`config.mk`:
```
export PLATFORM = sky130hd
export DESIGN_NAME = flash_prot_top
export DESIGN_NICKNAME = d
export VERILOG_FILES = /design/src/hw/flash_mubi_pkg.sv /design/src/hw/flash_prot_pkg.sv /design/src/hw/flash_prot_top.sv /design/src/hw/flash_prot_ctrl.sv /design/src/hw/flash_access_check.sv /design/src/hw/flash_info_cfg.sv /design/src/hw/flash_page_cfg_regs.sv
export VERILOG_INCLUDE_DIRS = /design/src /design/src/hw
export SDC_FILE = /design/constraint.sdc
export NUM_CORES = 1
export LEC_CHECK = 0
export ABC_AREA = 1
export BUFFER_PORTS_ARGS = -buffer_cell sky130_fd_sc_hd__buf_2
export CORE_UTILIZATION = 55
export CTS_CLUSTER_SIZE = 24
export DETAILED_ROUTE_END_ITERATION = 10
export PLACE_DENSITY = 0.78
export SYNTH_ARGS = -nofsm -noshare
export SYNTH_HDL_FRONTEND = slang
export SYNTH_SLANG_ARGS = --single-unit
```
`constraint.sdc`:
```
create_clock -name clk_i -period 2.45 [get_ports clk_i]
set_input_delay 0.1225 -clock clk_i [delete_from_list [all_inputs] [get_ports clk_i]]
set_output_delay 0.1225 -clock clk_i [all_outputs]
set_load 0.005 [all_outputs]
```
`src/hw/flash_prot_macros.svh`:
```
// geometry and special page locations of the info partitions
// bank and partition counts must stay powers of two, because the address fields
// are sized with $clog2 and every encoding is assumed to be a real location
// the seed pages and the isolated page must all lie in one bank and partition type

`ifndef FLASH_PROT_MACROS_SVH
`define FLASH_PROT_MACROS_SVH

// number of banks, info partition types and info page slots per bank
`define FLASH_BANKS 2
`define FLASH_INFO_TYPES 2
`define FLASH_INFOS_PER_BANK 4

// pages that physically exist in each partition type
// slots above these sizes are always disabled
`define FLASH_INFO_TYPE0_SIZE 4
`define FLASH_INFO_TYPE1_SIZE 2

// bank and partition type that hold the seed pages and the isolated page
`define FLASH_SEED_BANK 0
`define FLASH_SEED_INFO_SEL 0

// page indices inside the seed bank and partition type
`define FLASH_CREATOR_PAGE 1
`define FLASH_OWNER_PAGE 2
`define FLASH_ISOLATED_PAGE 3

`endif
```
`src/hw/flash_mubi_pkg.sv`:
```
// 4-bit multi-bit boolean type and helpers
// only the exact true encoding counts as true, every other value reads as false
// no integrity error is raised for values that are neither true nor false

`default_nettype none

package flash_mubi_pkg;

  typedef logic [3:0] mubi4_t;

  // encodings are complements of each other so that no single bit flip turns one into the other
  parameter mubi4_t mubi4_true = 4'h6;
  parameter mubi4_t mubi4_false = 4'h9;

  // plain bit to multi-bit encoding
  function automatic mubi4_t mubi4_bool_to_mubi(input logic val);
    return val ? mubi4_true : mubi4_false;
  endfunction

  // true only for the exact true encoding
  function automatic logic mubi4_test_true(input mubi4_t val);
    return val == mubi4_true;
  endfunction

  // any invalid operand makes the conjunction false
  function automatic mubi4_t mubi4_and(input mubi4_t a, input mubi4_t b);
    return (mubi4_test_true(a) && mubi4_test_true(b)) ? mubi4_true : mubi4_false;
  endfunction

endpackage

`default_nettype wire

```
`src/hw/flash_prot_pkg.sv`:
```
// types shared by the info page protection unit
// address field widths follow from the geometry macros
// only info partitions exist here, there are no data partitions or region configs

`default_nettype none

`include "flash_prot_macros.svh"

package flash_prot_pkg;

  import flash_mubi_pkg::*;

  parameter int unsigned flash_bank_w = $clog2(`FLASH_BANKS);
  parameter int unsigned flash_info_sel_w = $clog2(`FLASH_INFO_TYPES);
  parameter int unsigned flash_page_w = $clog2(`FLASH_INFOS_PER_BANK);

  // permission and attribute set of one info page
  typedef struct packed {
    mubi4_t en;
    mubi4_t rd_en;
    mubi4_t prog_en;
    mubi4_t erase_en;
    mubi4_t scramble_en;
    mubi4_t ecc_en;
    mubi4_t he_en;
  } info_page_cfg_t;

  // every field false for reset and for pages that do not exist
  parameter info_page_cfg_t cfg_info_disable = '{
    en: mubi4_false,
    rd_en: mubi4_false,
    prog_en: mubi4_false,
    erase_en: mubi4_false,
    scramble_en: mubi4_false,
    ecc_en: mubi4_false,
    he_en: mubi4_false
  };

  // all page configurations of one bank and partition type
  typedef info_page_cfg_t [`FLASH_INFOS_PER_BANK-1:0] info_cfg_array_t;

  typedef struct packed {
    logic [flash_bank_w-1:0] bank;
    logic [flash_info_sel_w-1:0] info_sel;
    logic [flash_page_w-1:0] page;
  } page_addr_t;

  typedef enum logic [1:0] {
    flash_op_read = 2'd0,
    flash_op_prog = 2'd1,
    flash_op_erase = 2'd2
  } flash_op_e;

  typedef struct packed {
    flash_op_e op;
    page_addr_t addr;
  } flash_req_t;

  // attributes are plain bits and read as zero on a denied access
  typedef struct packed {
    logic granted;
    logic scramble;
    logic ecc;
    logic he;
  } flash_resp_t;

  // field by field conjunction of a software config with a qualifier
  function automatic info_page_cfg_t info_cfg_qual(input info_page_cfg_t cfg,
                                                   input info_page_cfg_t qual);
    info_page_cfg_t res;
    res.en = mubi4_and(cfg.en, qual.en);
    res.rd_en = mubi4_and(cfg.rd_en, qual.rd_en);
    res.prog_en = mubi4_and(cfg.prog_en, qual.prog_en);
    res.erase_en = mubi4_and(cfg.erase_en, qual.erase_en);
    res.scramble_en = mubi4_and(cfg.scramble_en, qual.scramble_en);
    res.ecc_en = mubi4_and(cfg.ecc_en, qual.ecc_en);
    res.he_en = mubi4_and(cfg.he_en, qual.he_en);
    return res;
  endfunction

endpackage

`default_nettype wire

```
`src/hw/flash_prot_top.sv`:
```
// info page protection unit
// requests are single-cycle strobes, results are single-cycle pulses 2 cycles later
// privilege inputs act on seed pages one cycle after they are sampled
// there is no bus interface, configuration is written through a plain strobe

`default_nettype none

`include "flash_prot_macros.svh"

module flash_prot_top import flash_prot_pkg::*; (
  input  logic clk_i,
  input  logic arst_n_i,
  input  logic cfg_we_i,
  input  page_addr_t cfg_addr_i,
  input  info_page_cfg_t cfg_wdata_i,
  input  logic lock_set_i,
  input  logic creator_seed_priv_i,
  input  logic owner_seed_priv_i,
  input  logic iso_flash_rd_en_i,
  input  logic iso_flash_wr_en_i,
  input  logic req_i,
  input  flash_req_t req_data_i,
  output logic done_o,
  output flash_resp_t resp_o,
  output logic locked_o,
  output logic [7:0] deny_cnt_o
);

  logic s1_en;
  logic s2_en;
  logic cfg_we;
  logic granted;
  info_cfg_array_t [`FLASH_BANKS-1:0][`FLASH_INFO_TYPES-1:0] cfgs_raw;
  info_cfg_array_t [`FLASH_BANKS-1:0][`FLASH_INFO_TYPES-1:0] cfgs_qual;

  flash_prot_ctrl u_ctrl (
    .clk_i,
    .arst_n_i,
    .req_i,
    .cfg_we_i,
    .lock_set_i,
    .granted_i(granted),
    .s1_en_o(s1_en),
    .s2_en_o(s2_en),
    .cfg_we_o(cfg_we),
    .done_o,
    .locked_o,
    .deny_cnt_o
  );

  flash_page_cfg_regs u_regs (
    .clk_i,
    .arst_n_i,
    .we_i(cfg_we),
    .addr_i(cfg_addr_i),
    .wdata_i(cfg_wdata_i),
    .cfgs_o(cfgs_raw)
  );

  // one qualifier per bank and partition type
  for (genvar b = 0; b < `FLASH_BANKS; b++) begin : gen_bank
    for (genvar t = 0; t < `FLASH_INFO_TYPES; t++) begin : gen_type
      flash_info_cfg #(
        .Bank(b),
        .InfoSel(t)
      ) u_info_cfg (
        .clk_i,
        .arst_n_i,
        .cfgs_i(cfgs_raw[b][t]),
        .creator_seed_priv_i,
        .owner_seed_priv_i,
        .iso_flash_wr_en_i,
        .iso_flash_rd_en_i,
        .cfgs_o(cfgs_qual[b][t])
      );
    end
  end

  flash_access_check u_check (
    .clk_i,
    .arst_n_i,
    .s1_en_i(s1_en),
    .s2_en_i(s2_en),
    .req_i(req_data_i),
    .cfgs_i(cfgs_qual),
    .resp_o,
    .granted_o(granted)
  );

endmodule

`default_nettype wire

```
`src/hw/flash_prot_ctrl.sv`:
```
// pipeline tracking, configuration lock and denial counter
// latency is fixed at 2 cycles from request strobe to done pulse
// the lock is sticky until reset, a write in the same cycle as the lock still goes in
// the denial counter saturates at 255

`default_nettype none

module flash_prot_ctrl (
  input  logic clk_i,
  input  logic arst_n_i,
  input  logic req_i,
  input  logic cfg_we_i,
  input  logic lock_set_i,
  input  logic granted_i,
  output logic s1_en_o,
  output logic s2_en_o,
  output logic cfg_we_o,
  output logic done_o,
  output logic locked_o,
  output logic [7:0] deny_cnt_o
);

  logic s1_valid_q;
  logic s2_valid_q;
  logic locked_q;
  logic [7:0] deny_cnt_q;

  always_ff @(posedge clk_i or negedge arst_n_i) begin
    if (!arst_n_i) begin
      s1_valid_q <= 1'b0;
      s2_valid_q <= 1'b0;
      locked_q <= 1'b0;
      deny_cnt_q <= 8'd0;
    end else begin
      // a valid bit follows each request down the two stages
      s1_valid_q <= req_i;
      s2_valid_q <= s1_valid_q;
      locked_q <= locked_q | lock_set_i;
      // count while the done pulse is out with a denied result
      if (s2_valid_q && !granted_i && deny_cnt_q != 8'hff) begin
        deny_cnt_q <= deny_cnt_q + 8'd1;
      end
    end
  end

  // stage 1 loads on the request edge itself, stage 2 one edge later
  assign s1_en_o = req_i;
  assign s2_en_o = s1_valid_q;
  assign done_o = s2_valid_q;

  // only the registered lock gates writes, so a same-cycle lock lets the write through
  assign cfg_we_o = cfg_we_i & ~locked_q;
  assign locked_o = locked_q;
  assign deny_cnt_o = deny_cnt_q;

  a_lock_sticky: assert property (@(posedge clk_i) disable iff (!arst_n_i)
    locked_o |=> locked_o);

  // every done pulse belongs to a request two edges back
  a_done_latency: assert property (@(posedge clk_i) disable iff (!arst_n_i)
    done_o |-> $past(req_i, 2));

endmodule

`default_nettype wire

```
`src/hw/flash_access_check.sv`:
```
// two-stage permission check of one request against the qualified configs
// stage 1 captures the request and its page config, stage 2 forms the response
// stage enables come from the control block, there is no stall

`default_nettype none

`include "flash_prot_macros.svh"

module flash_access_check import flash_mubi_pkg::*; import flash_prot_pkg::*; (
  input  logic clk_i,
  input  logic arst_n_i,
  input  logic s1_en_i,
  input  logic s2_en_i,
  input  flash_req_t req_i,
  input  info_cfg_array_t [`FLASH_BANKS-1:0][`FLASH_INFO_TYPES-1:0] cfgs_i,
  output flash_resp_t resp_o,
  output logic granted_o
);

  flash_req_t req_q;
  info_page_cfg_t cfg_q;
  mubi4_t op_en;
  logic grant;
  flash_resp_t resp_d;
  flash_resp_t resp_q;

  // stage 1 takes the request and the addressed page's config on the request edge
  always_ff @(posedge clk_i) begin
    if (s1_en_i) begin
      req_q <= req_i;
      cfg_q <= cfgs_i[req_i.addr.bank][req_i.addr.info_sel][req_i.addr.page];
    end
  end

  // pick the access field that matches the operation
  always_comb begin
    case (req_q.op)
      flash_op_read: op_en = cfg_q.rd_en;
      flash_op_prog: op_en = cfg_q.prog_en;
      flash_op_erase: op_en = cfg_q.erase_en;
      default: op_en = mubi4_false;
    endcase
  end

  assign grant = mubi4_test_true(mubi4_and(cfg_q.en, op_en));

  // attributes are only revealed for a granted access
  assign resp_d = '{
    granted: grant,
    scramble: grant & mubi4_test_true(cfg_q.scramble_en),
    ecc: grant & mubi4_test_true(cfg_q.ecc_en),
    he: grant & mubi4_test_true(cfg_q.he_en)
  };

  always_ff @(posedge clk_i or negedge arst_n_i) begin
    if (!arst_n_i) begin
      resp_q <= '0;
    end else if (s2_en_i) begin
      resp_q <= resp_d;
    end
  end

  assign resp_o = resp_q;
  assign granted_o = resp_q.granted;

  // a page that was not enabled when it reached stage 1 must come out denied
  a_grant_needs_en: assert property (@(posedge clk_i) disable iff (!arst_n_i)
    s2_en_i && !mubi4_test_true(cfg_q.en) |=> !resp_q.granted);

endmodule

`default_nettype wire

```
`src/hw/flash_info_cfg.sv`:
```
// privilege qualification for the info pages of one bank and partition type
// seed privileges are registered once, so a change shows up one edge later
// isolation enables are used combinationally
// in instances that hold no seed pages the qualifiers are built but not used

`default_nettype none

`include "flash_prot_macros.svh"

module flash_info_cfg import flash_mubi_pkg::*; import flash_prot_pkg::*; #(
  parameter int unsigned Bank = 0,
  parameter int unsigned InfoSel = 0
) (
  input  logic clk_i,
  input  logic arst_n_i,
  input  info_cfg_array_t cfgs_i,
  input  logic creator_seed_priv_i,
  input  logic owner_seed_priv_i,
  input  logic iso_flash_wr_en_i,
  input  logic iso_flash_rd_en_i,
  output info_cfg_array_t cfgs_o
);

  // pages that exist in this partition type
  localparam int unsigned type_size =
    (InfoSel == 0) ? `FLASH_INFO_TYPE0_SIZE : `FLASH_INFO_TYPE1_SIZE;

  // true when this instance covers the seed and isolated pages
  localparam bit seed_here = (Bank == `FLASH_SEED_BANK) && (InfoSel == `FLASH_SEED_INFO_SEL);

  mubi4_t creator_en_q;
  mubi4_t owner_en_q;
  info_page_cfg_t creator_seed_qual;
  info_page_cfg_t owner_seed_qual;
  info_page_cfg_t isolate_qual;

  // privileges held as multi-bit values, false until the first edge after reset
  always_ff @(posedge clk_i or negedge arst_n_i) begin
    if (!arst_n_i) begin
      creator_en_q <= mubi4_false;
      owner_en_q <= mubi4_false;
    end else begin
      creator_en_q <= mubi4_bool_to_mubi(creator_seed_priv_i);
      owner_en_q <= mubi4_bool_to_mubi(owner_seed_priv_i);
    end
  end

  // seed pages open all access fields together with their privilege
  // attributes are left as software configured them
  assign creator_seed_qual = '{
    en: creator_en_q,
    rd_en: creator_en_q,
    prog_en: creator_en_q,
    erase_en: creator_en_q,
    scramble_en: mubi4_true,
    ecc_en: mubi4_true,
    he_en: mubi4_true
  };

  assign owner_seed_qual = '{
    en: owner_en_q,
    rd_en: owner_en_q,
    prog_en: owner_en_q,
    erase_en: owner_en_q,
    scramble_en: mubi4_true,
    ecc_en: mubi4_true,
    he_en: mubi4_true
  };

  // the isolated page stays enabled, read and write follow the isolation enables
  assign isolate_qual = '{
    en: mubi4_true,
    rd_en: mubi4_bool_to_mubi(iso_flash_rd_en_i),
    prog_en: mubi4_bool_to_mubi(iso_flash_wr_en_i),
    erase_en: mubi4_bool_to_mubi(iso_flash_wr_en_i),
    scramble_en: mubi4_true,
    ecc_en: mubi4_true,
    he_en: mubi4_true
  };

  for (genvar i = 0; i < `FLASH_INFOS_PER_BANK; i++) begin : gen_page
    if (i >= type_size) begin : gen_disabled
      assign cfgs_o[i] = cfg_info_disable;
      // the slot may hold all-true software data, what leaves here must not
      a_nonexistent_off: assert property (@(posedge clk_i) disable iff (!arst_n_i)
        !mubi4_test_true(cfgs_o[i].en) && !mubi4_test_true(cfgs_o[i].rd_en) &&
        !mubi4_test_true(cfgs_o[i].prog_en) && !mubi4_test_true(cfgs_o[i].erase_en));
    end else if (seed_here && i == `FLASH_CREATOR_PAGE) begin : gen_creator
      assign cfgs_o[i] = info_cfg_qual(cfgs_i[i], creator_seed_qual);
    end else if (seed_here && i == `FLASH_OWNER_PAGE) begin : gen_owner
      assign cfgs_o[i] = info_cfg_qual(cfgs_i[i], owner_seed_qual);
    end else if (seed_here && i == `FLASH_ISOLATED_PAGE) begin : gen_isolated
      assign cfgs_o[i] = info_cfg_qual(cfgs_i[i], isolate_qual);
    end else begin : gen_normal
      // ordinary pages keep the software configuration
      assign cfgs_o[i] = cfgs_i[i];
    end
  end

endmodule

`default_nettype wire

```
`src/hw/flash_page_cfg_regs.sv`:
```
// software written storage for every info page configuration
// writes are already gated by the lock before they reach this block
// slots above a partition type's size are stored too, qualification drops them later

`default_nettype none

`include "flash_prot_macros.svh"

module flash_page_cfg_regs import flash_prot_pkg::*; (
  input  logic clk_i,
  input  logic arst_n_i,
  input  logic we_i,
  input  page_addr_t addr_i,
  input  info_page_cfg_t wdata_i,
  output info_cfg_array_t [`FLASH_BANKS-1:0][`FLASH_INFO_TYPES-1:0] cfgs_o
);

  info_cfg_array_t [`FLASH_BANKS-1:0][`FLASH_INFO_TYPES-1:0] cfg_q;

  // one register per page, all of them start out disabled
  // the addressed page takes the write data, the rest hold
  always_ff @(posedge clk_i or negedge arst_n_i) begin
    if (!arst_n_i) begin
      for (int b = 0; b < `FLASH_BANKS; b++) begin
        for (int t = 0; t < `FLASH_INFO_TYPES; t++) begin
          for (int p = 0; p < `FLASH_INFOS_PER_BANK; p++) begin
            cfg_q[b][t][p] <= cfg_info_disable;
          end
        end
      end
    end else if (we_i) begin
      cfg_q[addr_i.bank][addr_i.info_sel][addr_i.page] <= wdata_i;
    end
  end

  // new values are visible right after the write edge
  assign cfgs_o = cfg_q;

  // a write must land on a slot that exists in the geometry
  // this matters once a count stops being a power of two
  a_wr_in_geometry: assert property (@(posedge clk_i) disable iff (!arst_n_i)
    we_i |-> (int'(addr_i.bank) < `FLASH_BANKS) &&
             (int'(addr_i.info_sel) < `FLASH_INFO_TYPES) &&
             (int'(addr_i.page) < `FLASH_INFOS_PER_BANK));

endmodule

`default_nettype wire

```
### Word-level counts from Yosys, hierarchy flattened

Cells that the tools add are included.

* multiply operators: 0
* reduce and logical (&&, ||, !) cells: 19
* magnitude comparators: 9
* eq/ne operators: 34
* shift operators: 0
* bitwise operators: 6
* multiplexer cells: 40
* $add $sub $neg: 1
* divide/modulo/power cells: 0

Operator list (count)
* $bwmux W448: 1
* $mux W224: 2
* $mux W112: 3
* $demux W224 S1: 1
* $mux W168: 1
* $eq A4 B3 Y1 const B: 31
* $demux W112 S1: 1
* $mux W4: 26
* $bmux W28 S2: 1
* $demux W28 S2: 1
* $mux W28: 2
* $logic_and A1 B1 Y1: 17
* $pmux W4 S3: 1
* $add A8 B1 Y8 const B: 1
* $lt A1 B2 Y1 const B: 4
* $ne A8 B8 Y1 const B: 1
* $lt A2 B3 Y1 const B: 2
* $and A1 B1 Y1: 4
* $eq A2 B1 Y1 const B: 1
* $eq A2 B2 Y1 const B: 1
* $ge A1 B1 Y1 const B: 2
* $ge A2 B1 Y1 const B: 1
* $logic_not A2 Y1: 1
* $logic_not A1 Y1: 1
* other kinds (2): 2

* output and inout port bits: 14
* memories kept: 0
* bits in writable memories: 0
* bits in read-only memories: 0
* bits in latches: 0
* input port bits: 47
* flip-flop bits (word level): 501
* logic and storage cells: 239

### Longest topological paths before layout

Gate-level depths: netlist of run 1.

* word-level depth: 10
* mapped depth: 12
* mapped depth without buffers: 9

### Hierarchy

From an unflattened synthesis of run 1, not the netlist that was laid out.

* cell total of the unflattened synthesis: 3859
* area, all modules: 28612.4 um2

Modules (own cells, without submodules)
* flash_page_cfg_regs: cells each 2013, area an instance 18228.7 um2, times used 1, seq. area each 11491.0 um2
* flash_access_check: cells each 1246, area an instance 6128.4 um2, times used 1, seq. area each 1001.0 um2
* flash_info_cfg at gen_bank[0].gen_type[1].u_info_cfg ...: cells each 114, area an instance 848.3 um2, times used 2, seq. area each 0.0 um2
* flash_info_cfg at gen_bank[0].gen_type[0].u_info_cfg: cells each 189, area an instance 1101.1 um2, times used 1, seq. area each 102.6 um2
* flash_info_cfg at gen_bank[1].gen_type[0].u_info_cfg: cells each 112, area an instance 840.8 um2, times used 1, seq. area each 0.0 um2
* flash_prot_ctrl: cells each 71, area an instance 616.8 um2, times used 1, seq. area each 275.3 um2

### Worst setup path before layout of run 1

OpenSTA, ideal clock, no wires.

* path kind: register to register
* from: register u_ctrl.deny_cnt_q[0] (netlist: u_ctrl.deny_cnt_o[0])
* to: register u_ctrl.deny_cnt_q[6] (netlist: u_ctrl.deny_cnt_o[6])
* buffers on the path: 0
* cell stages (with the launch flop): 9
* setup time: 122 ps
* path slack: 1087 ps
* arrival: 1241 ps
* cell sequence: dfrtp_1 -> ha_1 -> inv_1 -> nor2_1 -> nand2_1 -> nand2_1 -> inv_1 -> nand2_1 -> xor2_1

* longest elaborated chain between the ends: 2

RTL lines
* start, declared: line flash_prot_ctrl.sv:26 `logic [7:0] deny_cnt_q;`
* start signal, assigned: line flash_prot_ctrl.sv:41 `deny_cnt_q <= deny_cnt_q + 8'd1;`
* branches (longest 2 deep; another with $add A8 B1 Y8)

Several ways; the timed one is not identified.
A chain may end at the register's enable or synchronous reset.

### Worst setup path in the final report of run 1

* from: register u_ctrl.locked_q (netlist: u_ctrl.locked_o)
* to: register u_regs.cfg_q, in the netlist u_regs.cfgs_o[50]

* longest elaborated chain between the ends: 2

RTL lines
* start, declared: line flash_prot_ctrl.sv:25 `logic locked_q;`
* start signal, assigned: line flash_prot_ctrl.sv:38 `locked_q <= locked_q | lock_set_i;`
* $not A1 Y1: line flash_prot_ctrl.sv:52 `assign cfg_we_o = cfg_we_i & ~locked_q;`
* $and A1 B1 Y1: line flash_prot_ctrl.sv:52
* end signal, assigned by index: line flash_page_cfg_regs.sv:27 `cfg_q[b][t][p] <= cfg_info_disable;`
* end signal, assigned by index: line flash_page_cfg_regs.sv:32 `cfg_q[addr_i.bank][addr_i.info_sel][addr_i.page] <= wdata_i;`
* end, declared: line flash_page_cfg_regs.sv:18 `` info_cfg_array_t [`FLASH_BANKS-1:0][`FLASH_INFO_TYPES-1:0] cfg_q; ``

Every way passes these cells.

==> flow_summary.json, run 1 <==
{
  "avgRoutedWirePerCell_um": 17.0,
  "r2r-end": "u_regs.cfgs_o[50]",
  "outcome": "finished clean",
  "htreeDepth": 2,
  "clkPwrFrac": 0.436,
  "vias_per_cell": 5.67,
  "yosysSeqAreaShare": 0.566,
  "pwr-share-comb": 0.076,
  "nFillCells": 2654,
  "drtIter0Drc": 1411,
  "relSlewSlack": 0.425,
  "path_cells": "inv_1 > nand2_1 > nor2_2 > nand2_2 > buf_12 > nand2_1 > o21ai_0",
  "cts.sinks": 385,
  "utilization": 0.614,
  "dpl.cell_count": 2443,
  "fin_skew_ps": 15.4,
  "fp.dieArea_um2": 32800,
  "port_buffers": 60,
  "endpoint_kind": "register",
  "clkTransAtPathRegs_ps": 60,
  "dpl.hpwl_um": 25600,
  "setup_viol": 0,
  "yosysWarningCount": 0,
  "max_stage_delay_ps": 390,
  "cts_buffers": 40,
  "cp_max_fo": 32,
  "detail-route-antenna-nets": 0,
  "cp_common_cell": "nand2_1",
  "rows": 65,
  "cp.required_ps": 2830,
  "cts-resized-gates": 0,
  "cellInternalPower_mw": 10.6,
  "die_w_um": 181,
  "fmax_ghz": 0.538,
  "first_global_vias": 13900,
  "synthCells": 2103,
  "r2r-start": "u_ctrl.locked_o",
  "worstSetupPathType": "register to register",
  "grt_overflow_total": 0,
  "vias": 14300,
  "ff2ff_path_depth": 7,
  "finalHoldViolations": 0,
  "hold_class": "input pin to register",
  "ir_drop_mv": 0.575,
  "synth_area_per_cell_um2": 8.40,
  "crit_arrival_ps": 2240,
  "syn_area_um2": 17700,
  "start_util": 0.560,
  "post-route-min-period_ps": 1860,
  "p_seq_frac": 0.488,
  "drive_gt1_frac": 0.166,
  "final_cells": 2522,
  "critical_path.slowest_cell": "dfrtp_1",
  "hold_depth": 3,
  "clk_path_buf_depth": 3,
  "final_max_slew_viol_count": 0,
  "powerDensity_nw_per_um2": 715,
  "drv_cap": 0,
  "worstHoldStart": "cfg_wdata_i[6]",
  "p_sw_frac": 0.237,
  "antenna_found_initial": 0,
  "worstMarginPinSlew_ps": 862,
  "p_leak_nw": 8.61,
  "p_switching_mw": 3.28,
  "grt_pass1_wl_um": 70700,
  "fin_crit_sh": 0.758,
  "dr.pass1.iters": 5,
  "antenna_cells": 0,
  "ios": 61,
  "core_area_um2": 31600,
  "whs_endpoint": "u_regs.cfgs_o[370]",
  "ys_ff_latch": 385,
  "rsz0062_at_grt": "no",
  "area_growth_syn_to_layout_pct": 9.64,
  "r2r_setup_slack_ps": 590,
  "die_h_um": 181,
  "nNetsFinal": 2138,
  "start_kind": "register",
  "synth_cell_types": 28,
  "cp_num_buf_inv": 2,
  "cts_tree": "built",
  "drc": 0,
  "place.gp.congestion": 0.844,
  "synth_nets": 2151,
  "setup_tns_ps": 0,
  "cts_root_buf": "clkbuf_16",
  "grt_usage": 0.269,
  "grt_max_degree": 115,
  "path_delay_family": "simple AND/OR/NAND/NOR gates",
  "wirelength_um": 43000,
  "clock_latency_ps": 530
}
per-stage QoR:
| step | hold WS, ps | cell area, um^2 | worst slack, ps | power, mW |
|---|---|---|---|---|
| after floorplan | -173 | 17700 | 1090 | 7.43 |
| after global placement | 78.9 | 18000 | 700 | 7.87 |
| after detailed placement | 77.9 | 18000 | 619 | 7.90 |
| after CTS | 0.508 | 19400 | 593 | 13.9 |
| after global routing | 43.5 | 19400 | 455 | 14.3 |
| final | 12.4 | 19400 | 592 | 13.8 |
cell families after synthesis:
kind of cell / Yosys count / synth area share
AO/OA/AOI/OAI: 452 / 0.131
XOR/XNOR: 7 / 0.00347
AND/OR/NAND/NOR: 1009 / 0.226
adder cells (fa/ha/maj): 1 / 0.000708
buffers and inverters: 249 / 0.0724
flip-flops: 385 / 0.566
cells in the final DEF (no fill, tap or decap), drive strengths merged:
| cell | synthesis | final |
|---|---|---|
| dlygate4sd3 | 0 | 7 |
| o211ai | 22 | 22 |
| clkinv | 0 | 11 |
| nor3 | 10 | 10 |
| clkbuf | 54 | 57 |
| ha | 1 | 1 |
| xor2 | 6 | 6 |
| bufinv | 0 | 3 |
| nand4 | 15 | 15 |
| edfxtp | 30 | 30 |
| nand3b | 2 | 2 |
| xnor2 | 1 | 1 |
| nor4 | 3 | 3 |
| nand3 | 86 | 86 |
| buf | 106 | 98 |
| dfstp | 170 | 170 |
| inv | 89 | 90 |
| a21oi | 37 | 37 |
| nor2 | 168 | 168 |
| or2 | 1 | 1 |
| nand2 | 724 | 724 |
| dfrtp | 185 | 185 |
| o21ai | 393 | 393 |
worst max-delay path by stage:
| stage | cells after the start | endpoint | start |
|---|---|---|---|
| 6_report | 7 | u_regs.cfgs_o[50] | u_ctrl.locked_o |
| 5_1_grt | 7 | u_regs.cfgs_o[49] | u_ctrl.locked_o |
| 4_1_cts | 7 | u_regs.cfgs_o[50] | u_ctrl.locked_o |
| 3_5_place_dp | 7 | u_regs.cfgs_o[50] | u_ctrl.locked_o |
| 3_3_place_gp | 7 | u_regs.cfgs_o[50] | u_ctrl.locked_o |
| 2_1_floorplan | 8 | u_ctrl.deny_cnt_o[6] | u_ctrl.deny_cnt_o[0] |
power by group through the flow:
stage	clock, mW	sequential, mW	combinational [mW]
2_1_floorplan	0	6.83	0.602
3_3_place_gp	0	6.84	1.03
3_5_place_dp	0	6.85	1.05
4_1_cts	6.12	6.75	1.06
5_1_grt	6.36	6.76	1.20
6_report	6.03	6.75	1.06
sequential cells by signal, summed over array words and instances, names as in the netlist:
signal / cells
u_check.granted_o: 1
u_ctrl.done_o: 1
u_ctrl.locked_o: 1
u_check.req_q: 2
u_regs.cfgs_o: 336
gen_bank.gen_type.u_info_cfg.owner_en_q: 2
u_check.cfg_q: 28
gen_bank.gen_type.u_info_cfg.creator_en_q: 2
u_ctrl.s2_en_o: 1
u_check.resp_o: 3
u_ctrl.deny_cnt_o: 8
worst reg2reg max path: stages, from the launching register on:
cell     delay, ps
dfrtp_1        390
inv_1           60
nand2_1         80
nor2_2         310
nand2_2        390
buf_12         310
nand2_1        100
o21ai_0         80
layout make-up:
class,count,area (um^2),area share
clock buffer,57,1160,0.0597
clock inverter,15,148,0.00763
sequential,385,10000,0.516
multi-input combinational,1469,6420,0.331
inverter,89,337,0.0174
tap,402,503,0.0260
timing repair buffer,105,806,0.0416
synth_stat cells (all sizes together):
cell | number | share of area
nor2 | 168 | 0.036
nor3 | 10 | 0.0043
dfstp | 170 | 0.25
nand3 | 86 | 0.024
buf | 106 | 0.042
nand3b | 2 | 0.00085
dfrtp | 185 | 0.26
xor2 | 6 | 0.0030
a21oi | 37 | 0.010
xnor2 | 1 | 0.00050
or2 | 1 | 0.00035
o21ai | 393 | 0.11
edfxtp | 30 | 0.051
inv | 89 | 0.019
nand4 | 15 | 0.0053
ha | 1 | 0.00071
o211ai | 22 | 0.0094
nor4 | 3 | 0.0011
clkbuf | 54 | 0.012
nand2 | 724 | 0.15
layer usage:
| layer | vias to the layer above | share of wire | track usage |
|---|---|---|---|
| met5 | - | 0 | 0 |
| met4 | 0 | 0.034 | 0.103 |
| met3 | 100 | 0.067 | 0.0310 |
| met2 | 569 | 0.47 | 0.448 |
| met1 | 6874 | 0.43 | 0.362 |
| li1 | 6761 | - | - |
what timing repair did:
| item | in CTS | in global routing |
|---|---|---|
| hold buffers | 7 | 0 |
| endpoints found under the hold margin | 144 | 0 |
| setup buffers | 0 | 0 |
No activity file was read; power rests on OpenSTA's default activity.
==> inputs of run 2 (changes only) <==
--- a/config.mk
+++ b/config.mk
@@ -6,12 +6,12 @@
 export SDC_FILE = /design/constraint.sdc
 export NUM_CORES = 1
 export LEC_CHECK = 0
-export ABC_AREA = 1
+export ABC_AREA = 0
 export BUFFER_PORTS_ARGS = -buffer_cell sky130_fd_sc_hd__buf_2
 export CORE_UTILIZATION = 55
 export CTS_CLUSTER_SIZE = 24
 export DETAILED_ROUTE_END_ITERATION = 10
-export PLACE_DENSITY = 0.78
+export PLACE_DENSITY = 0.81
 export SYNTH_ARGS = -nofsm -noshare
 export SYNTH_HDL_FRONTEND = slang
 export SYNTH_SLANG_ARGS = --single-unit
==> constraint.sdc (replaced) <==
create_clock -name clk_i -period 1.5 [get_ports clk_i]
set_input_delay 0.075 -clock clk_i [delete_from_list [all_inputs] [get_ports clk_i]]
set_output_delay 0.075 -clock clk_i [all_outputs]
set_load 0.005 [all_outputs]
==> run 2 against run 1 <==
Compared with the run above:
- the run now ends with negative hold slack, negative setup slack left
- sequential power up 66%
- cell count down 26%
- power up 74%
- synthesized area shrank 0.74%
- critical path type unchanged
- largest cell class unchanged
- highest routed layer unchanged
==> flow_summary.json, run 2 <==
{
  "outcome": "finished, violations left",
  "violations": "negative hold slack, negative setup slack",
  "synth-async-reset-ratio": 0.922,
  "clock_latency_ps": 530,
  "drc": 0,
  "synth_cell_types": 65,
  "synth-xor-area-share": 0.00350,
  "hold_depth": 2,
  "yosysSeqAreaShare": 0.570,
  "synth_ff_type": "dfrtp_1",
  "layout_common_cells": "210 x mux2_2, 185 x dfrtp_1, 170 x dfstp_2",
  "yosysTopAreaCellShare": 0.264,
  "cts_tree": "built",
  "avgRoutedWirePerCell_um": 30.8,
  "crit_arrival_ps": 2180,
  "ys_ff_latch": 385,
  "port_buffers": 60,
  "cp_max_fo": 5,
  "vias": 12400,
  "multi_input_area_um2": 8110,
  "final_area_um2": 22700,
  "synth_area_per_cell_um2": 14.4,
  "synth_common_cells": "325 x mux2_2, 185 x dfrtp_1, 170 x dfstp_2",
  "finalHoldViolations": 4,
  "path_cells": "nand3b_1 > buf_4 > nor2_4 > buf_6 > nand2_8 > buf_12 > mux2_2",
  "grt_usage": 0.312,
  "grt_overflow_total": 0,
  "yosysWarningCount": 0,
  "rsz0062_at_grt": "yes",
  "clk_path_buf_depth": 3,
  "syn_area_um2": 17500,
  "largest_register_ffs": 336,
  "p_leak_nw": 10.3,
  "fp.dieArea_um2": 32600,
  "rows": 65,
  "p_sw_frac": 0.239,
  "whs_endpoint": "u_regs.cfgs_o[57]",
  "place.gp.congestion": 0.865,
  "worstHoldStart": "cfg_wdata_i[1]",
  "endpoint_kind": "register",
  "die_w_um": 181,
  "cts_buffers": 40,
  "final_common_cell": "mux2_2",
  "setup_viol": 367,
  "final_max_slew_viol_count": 0,
  "fmax_ghz": 0.564,
  "relSlewSlack": 0.518,
  "start_kind": "register",
  "ff2ff_path_depth": 7,
  "drive_gt1_frac": 0.649,
  "ys_top_cells_by_area": "dfrtp_1 26%, dfstp_2 25%, mux2_2 21%",
  "r2r_setup_slack_ps": -270,
  "hold_class": "input pin to register",
  "r2r-end": "u_regs.cfgs_o[258]",
  "r2r-start": "u_ctrl.locked_o",
  "critical_path.slowest_cell": "dfrtp_1",
  "area_growth_syn_to_layout_pct": 29.8,
  "htreeDepth": 2,
  "cts_root_buf": "clkbuf_16",
  "dr.pass1.iters": 6,
  "nFillCells": 1765,
  "synth_fa_ha_area_frac": 0.000714,
  "grt_max_degree": 89,
  "synthCells": 1219,
  "grt_pass1_wl_um": 77100,
  "synth_nets": 1267,
  "cellInternalPower_mw": 18.3,
  "fin_crit_sh": 1.18,
  "nNetsFinal": 1480,
  "power_mw": 24.1,
  "utilization": 0.723,
  "synth_top_family_by_area": "multiplexers",
  "synth-edff-count": 30,
  "powerDensity_nw_per_um2": 1060,
  "die_h_um": 181,
  "wirelength_um": 57500,
  "detail-route-antenna-nets": 0,
  "cts.sinks": 385,
  "timing.hold.ws_ps": -5.17,
  "dpl-instance-area_um2": 19600,
  "regArea_um2": 10000,
  "first_global_vias": 12600,
  "fin_skew_ps": 14.4,
  "start_util": 0.557,
  "antenna_found_initial": 1,
  "dpl.hpwl_um": 28500,
  "drtIter0Drc": 1144,
  "core_area_um2": 31500,
  "worstSetupPathType": "register to register",
  "clkPwrFrac": 0.433,
  "yosys.area.top_type": "dfrtp_1",
  "synth_compound_area_frac": 0.0555,
  "post-route-worst-setup-slack_ps": -272,
  "p_seq_frac": 0.465,
  "post-route-min-period_ps": 1770,
  "pwr-share-comb": 0.102,
  "max_stage_delay_ps": 420,
  "p_switching_mw": 5.75,
  "clkTransAtPathRegs_ps": 60,
  "yosys.area_share.simple": 0.0537,
  "ir_drop_mv": 0.811,
  "ios": 61,
  "worstMarginPinSlew_ps": 720,
  "drv_cap": 0,
  "vias_per_cell": 6.65,
  "cp.required_ps": 1910,
  "yosysMostFrequentCell": "mux2_2",
  "muxShareOfSynthArea": 0.287
}
-- run 2: changes by cell type after synthesis, moves of 23 or more --
cell,change
nand2_1,-688
mux2_2,+325
o21ai_0,-240
nor2_1,-145
o21ai_1,-143
nand3_1,-83
inv_1,-79
mux2i_1,+62
mux2_4,+40
buf_2,-24
buf_6,-23
-- run 2: per-layer routing --
metal | GRT usage | share of wire
met2 | 0.499 | 0.47
met4 | 0.173 | 0.077
met1 | 0.400 | 0.37
met5 | 0 | 0
met3 | 0.0643 | 0.088
-- run 2: what timing repair did --
action,CTS,global route
pin swaps,22,33
resized for setup,119,99
endpoints found under the hold margin,271,0
hold buffers,15,0
setup endpoints to repair,337,376
cloned,13,9
setup buffers,19,11
-- run 2: per-stage QoR --
stage	setup WS, ps	TNS [ps]	hold slack (ps)	std cells
finish	-272	-61980	-5.17	1865
global route	-321	-77110	8.44	1865
CTS	-180	-35620	1.43	1850
detailed placement	-309	-29810	-48.0	1732
global placement	-311	-18600	-45.2	1732
floorplan	-169	-13580	-221	1219
-- run 2: layout make-up --
class / instances / area share
Sequential cell: 385 / 0.439
Multi-Input combinational cell: 734 / 0.357
Timing Repair Buffer: 262 / 0.121
Clock buffer: 60 / 0.0513
Tap cell: 402 / 0.0221
Clock inverter: 12 / 0.00836
Inverter: 9 / 0.00149
Antenna cell: 1 / 0.000110
-- run 2: critical path, delay by kind of cell, from the launching register on --
kind | cells | cell delay [ps]
mux | 1 | 290
buf+inv | 3 | 490
simple gates | 3 | 450
flops | 1 | 420
-- run 2: kinds of logic after synthesis --
kind of cell,after synthesis
multiplexers,434
flip-flops,385
AND/OR/NAND/NOR,149
AO/OA/AOI/OAI,143
buffers and inverters,100
XOR/XNOR,7
adder cells (fa/ha/maj),1
-- run 2: power by group through the flow --
| stage | Combinational [mW] | Clock [mW] | Sequential, mW |
|---|---|---|---|
| 3_3_place_gp | 1.97 | 0 | 11.3 |
| 5_1_grt | 2.59 | 10.8 | 11.2 |
| 2_1_floorplan | 0.937 | 0 | 11.3 |
| 3_5_place_dp | 2.03 | 0 | 11.3 |
| 6_report | 2.47 | 10.4 | 11.2 |
| 4_1_cts | 2.21 | 10.3 | 11.2 |
-- run 2: worst max path at each step --
stage               startpoint                 end  slack [ps]  cells after the start
4_1_cts        u_ctrl.locked_o   u_regs.cfgs_o[41]        -180                      5
6_report       u_ctrl.locked_o  u_regs.cfgs_o[258]        -270                      7
2_1_floorplan  u_ctrl.locked_o   u_regs.cfgs_o[10]        -170                      5
3_5_place_dp     req_data_i[0]   u_check.cfg_q[19]        -310                      6
5_1_grt        u_ctrl.locked_o  u_regs.cfgs_o[258]        -320                      7
3_3_place_gp     req_data_i[1]   u_check.cfg_q[11]        -310                      7
==> inputs of run 3 (changes only) <==
--- a/config.mk
+++ b/config.mk
@@ -7,7 +7,7 @@
 export NUM_CORES = 1
 export LEC_CHECK = 0
 export ABC_AREA = 0
-export BUFFER_PORTS_ARGS = -buffer_cell sky130_fd_sc_hd__buf_2
+export BUFFER_PORTS_ARGS = -buffer_cell sky130_fd_sc_hd__buf_4
 export CORE_UTILIZATION = 55
 export CTS_CLUSTER_SIZE = 24
 export DETAILED_ROUTE_END_ITERATION = 10
==> run 3 against run 2 <==
Compared with the run above:
- the flow finishes with violations (negative setup slack)
- die area unchanged
- cell area increased by 0.41%
- via count about the same
- setup slack got worse by 60 ps
- sequential cell count unchanged
- worst hold slack improved by 170 ps
- global-route usage increased by 0.85 points
- count of clock-buffer cells in the layout increased by 3
- non-clock buffer count unchanged
- clock skew increased by 11 ps
- largest power group unchanged
==> flow_summary.json, run 3 (synthesis results as in run 2) <==
{
  "vias_per_cell": 6.63,
  "power_mw": 23.5,
  "cts_tree": "built",
  "cts_buffers": 40,
  "die_h_um": 181,
  "fmax_ghz": 0.546,
  "area_growth_syn_to_layout_pct": 30.3,
  "drive_gt1_frac": 0.633,
  "crit_arrival_ps": 2250,
  "start_kind": "register",
  "powerDensity_nw_per_um2": 1030,
  "htreeDepth": 2,
  "final_max_slew_viol_count": 0,
  "drv_cap": 0,
  "post-route-worst-setup-slack_ps": -332,
  "port_buffers": 60,
  "clock_latency_ps": 550,
  "detail-route-antenna-nets": 0,
  "violations": "negative setup slack",
  "largest_register_ffs": 336,
  "clkTransAtPathRegs_ps": 70,
  "hold_class": "input pin to async pin",
  "fin_crit_sh": 1.22,
  "vias": 12400,
  "avgRoutedWirePerCell_um": 30.6,
  "dr.pass1.iters": 5,
  "rsz0062_at_grt": "yes",
  "setup_viol": 369,
  "max_stage_delay_ps": 450,
  "grt_pass1_wl_um": 79100,
  "place.gp.congestion": 0.865,
  "ios": 61,
  "drtIter0Drc": 1341,
  "cts_root_buf": "clkbuf_16",
  "final_common_cell": "mux2_2",
  "clk_path_buf_depth": 3,
  "path_cells": "or3b_4 > nor2_4 > nand2_4 > buf_12 > mux2_4",
  "post-route-min-period_ps": 1830,
  "worstMarginPinSlew_ps": 648,
  "antenna_found_initial": 2,
  "relSlewSlack": 0.566,
  "finalHoldViolations": 0,
  "cp_max_fo": 20,
  "fp.dieArea_um2": 32600,
  "nNetsFinal": 1480,
  "endpoint_kind": "register",
  "fin_skew_ps": 25.0,
  "ir_drop_mv": 0.842,
  "worstSetupPathType": "register to register",
  "rows": 65,
  "wirelength_um": 57200,
  "cts.sinks": 385,
  "grt_usage": 0.321,
  "die_w_um": 181,
  "p_leak_nw": 10.3,
  "setup_tns_ps": -68120,
  "timing.hold.ws_ps": 164,
  "dpl.hpwl_um": 28200,
  "outcome": "finished, violations left",
  "grt_overflow_total": 0,
  "first_global_vias": 12900,
  "layout_common_cells": "214 x mux2_2, 184 x dfrtp_1, 170 x dfstp_2",
  "drc": 0,
  "start_util": 0.557,
  "critical_path.slowest_cell": "dfrtp_2",
  "cp.required_ps": 1910,
  "core_area_um2": 31500,
  "grt_max_degree": 80
}
-- run 3: cell types whose count changed in the layout (fill, tap and decap cells not counted), sizes merged, moves of 3 or more --
cell         delta
clkbuf          +3
buf            -21
dlygate4sd3    +21
bufinv          -5
inv             +3
-- run 3: metal layers --
metal / part of all wire / GRT usage / routed length (um)
met2: 0.46 / 0.516 / 26200
met4: 0.067 / 0.169 / 3840
met3: 0.10 / 0.0590 / 5760
met1: 0.37 / 0.416 / 21400
met5: 0 / 0 / 0
-- run 3: per-stage QoR --
| step | setup slack [ps] | utilization | cell area (um^2) | instances |
|---|---|---|---|---|
| floorplan | -169 | - | 17800 | 1219 |
| global placement | -203 | 0.617 | 19400 | 1706 |
| detailed placement | -225 | 0.617 | 19400 | 1706 |
| CTS | -198 | 0.703 | 22100 | 1852 |
| global route | -362 | 0.726 | 22800 | 1866 |
| finish | -332 | 0.726 | 22800 | 1868 |
-- run 3: where the power goes --
part	switching (mW)	leakage (nW)	internal [mW]
clock	4.26	0.628	5.56
sequential	0.220	4.59	11.0
combinational	1.30	5.10	1.17
total	5.77	10.3	17.7
-- run 3: layout make-up --
type	instances	area, um^2
timing repair buffer	262	2910
sequential	385	10000
clock inverter	11	66.3
inverter	9	33.8
fill	1734	8630
clock buffer	63	1210
multi-input combinational	734	8120
tap	402	503
antenna	2	5.00
-- run 3: critical path, delay by kind of cell, from the launching register on --
kind / cells / cell delay [ps]
and+or+nand+nor: 3 / 710
DFF: 1 / 450
muxes: 1 / 350
buffers and inverters: 1 / 180
-- run 3: worst paths after layout --
kind	start	end	slack, ps	cells past startpoint
max in group asynchronous	arst_n_i	u_regs.cfgs_o[146]	260	3
setup reg to reg	u_ctrl.locked_o	u_regs.cfgs_o[42]	-330	5
setup / recovery	u_ctrl.locked_o	u_regs.cfgs_o[42]	-330	5
hold / removal	arst_n_i	u_regs.cfgs_o[148]	160	2
hold reg to reg	u_regs.cfgs_o[133]	u_regs.cfgs_o[133]	510	1
min in group clk_i	iso_flash_wr_en_i	u_check.cfg_q[19]	190	4
-- run 3: timing repair --
item / 4_1_cts / 5_1_grt
setup endpoints to repair: 313 / 371
gates resized for setup: 110 / 130
pin swaps: 20 / 39
buffers inserted: 23 / 16
hold endpoints to repair: 578 / 0
cloned: 14 / 8
hold buffers: 36 / 0
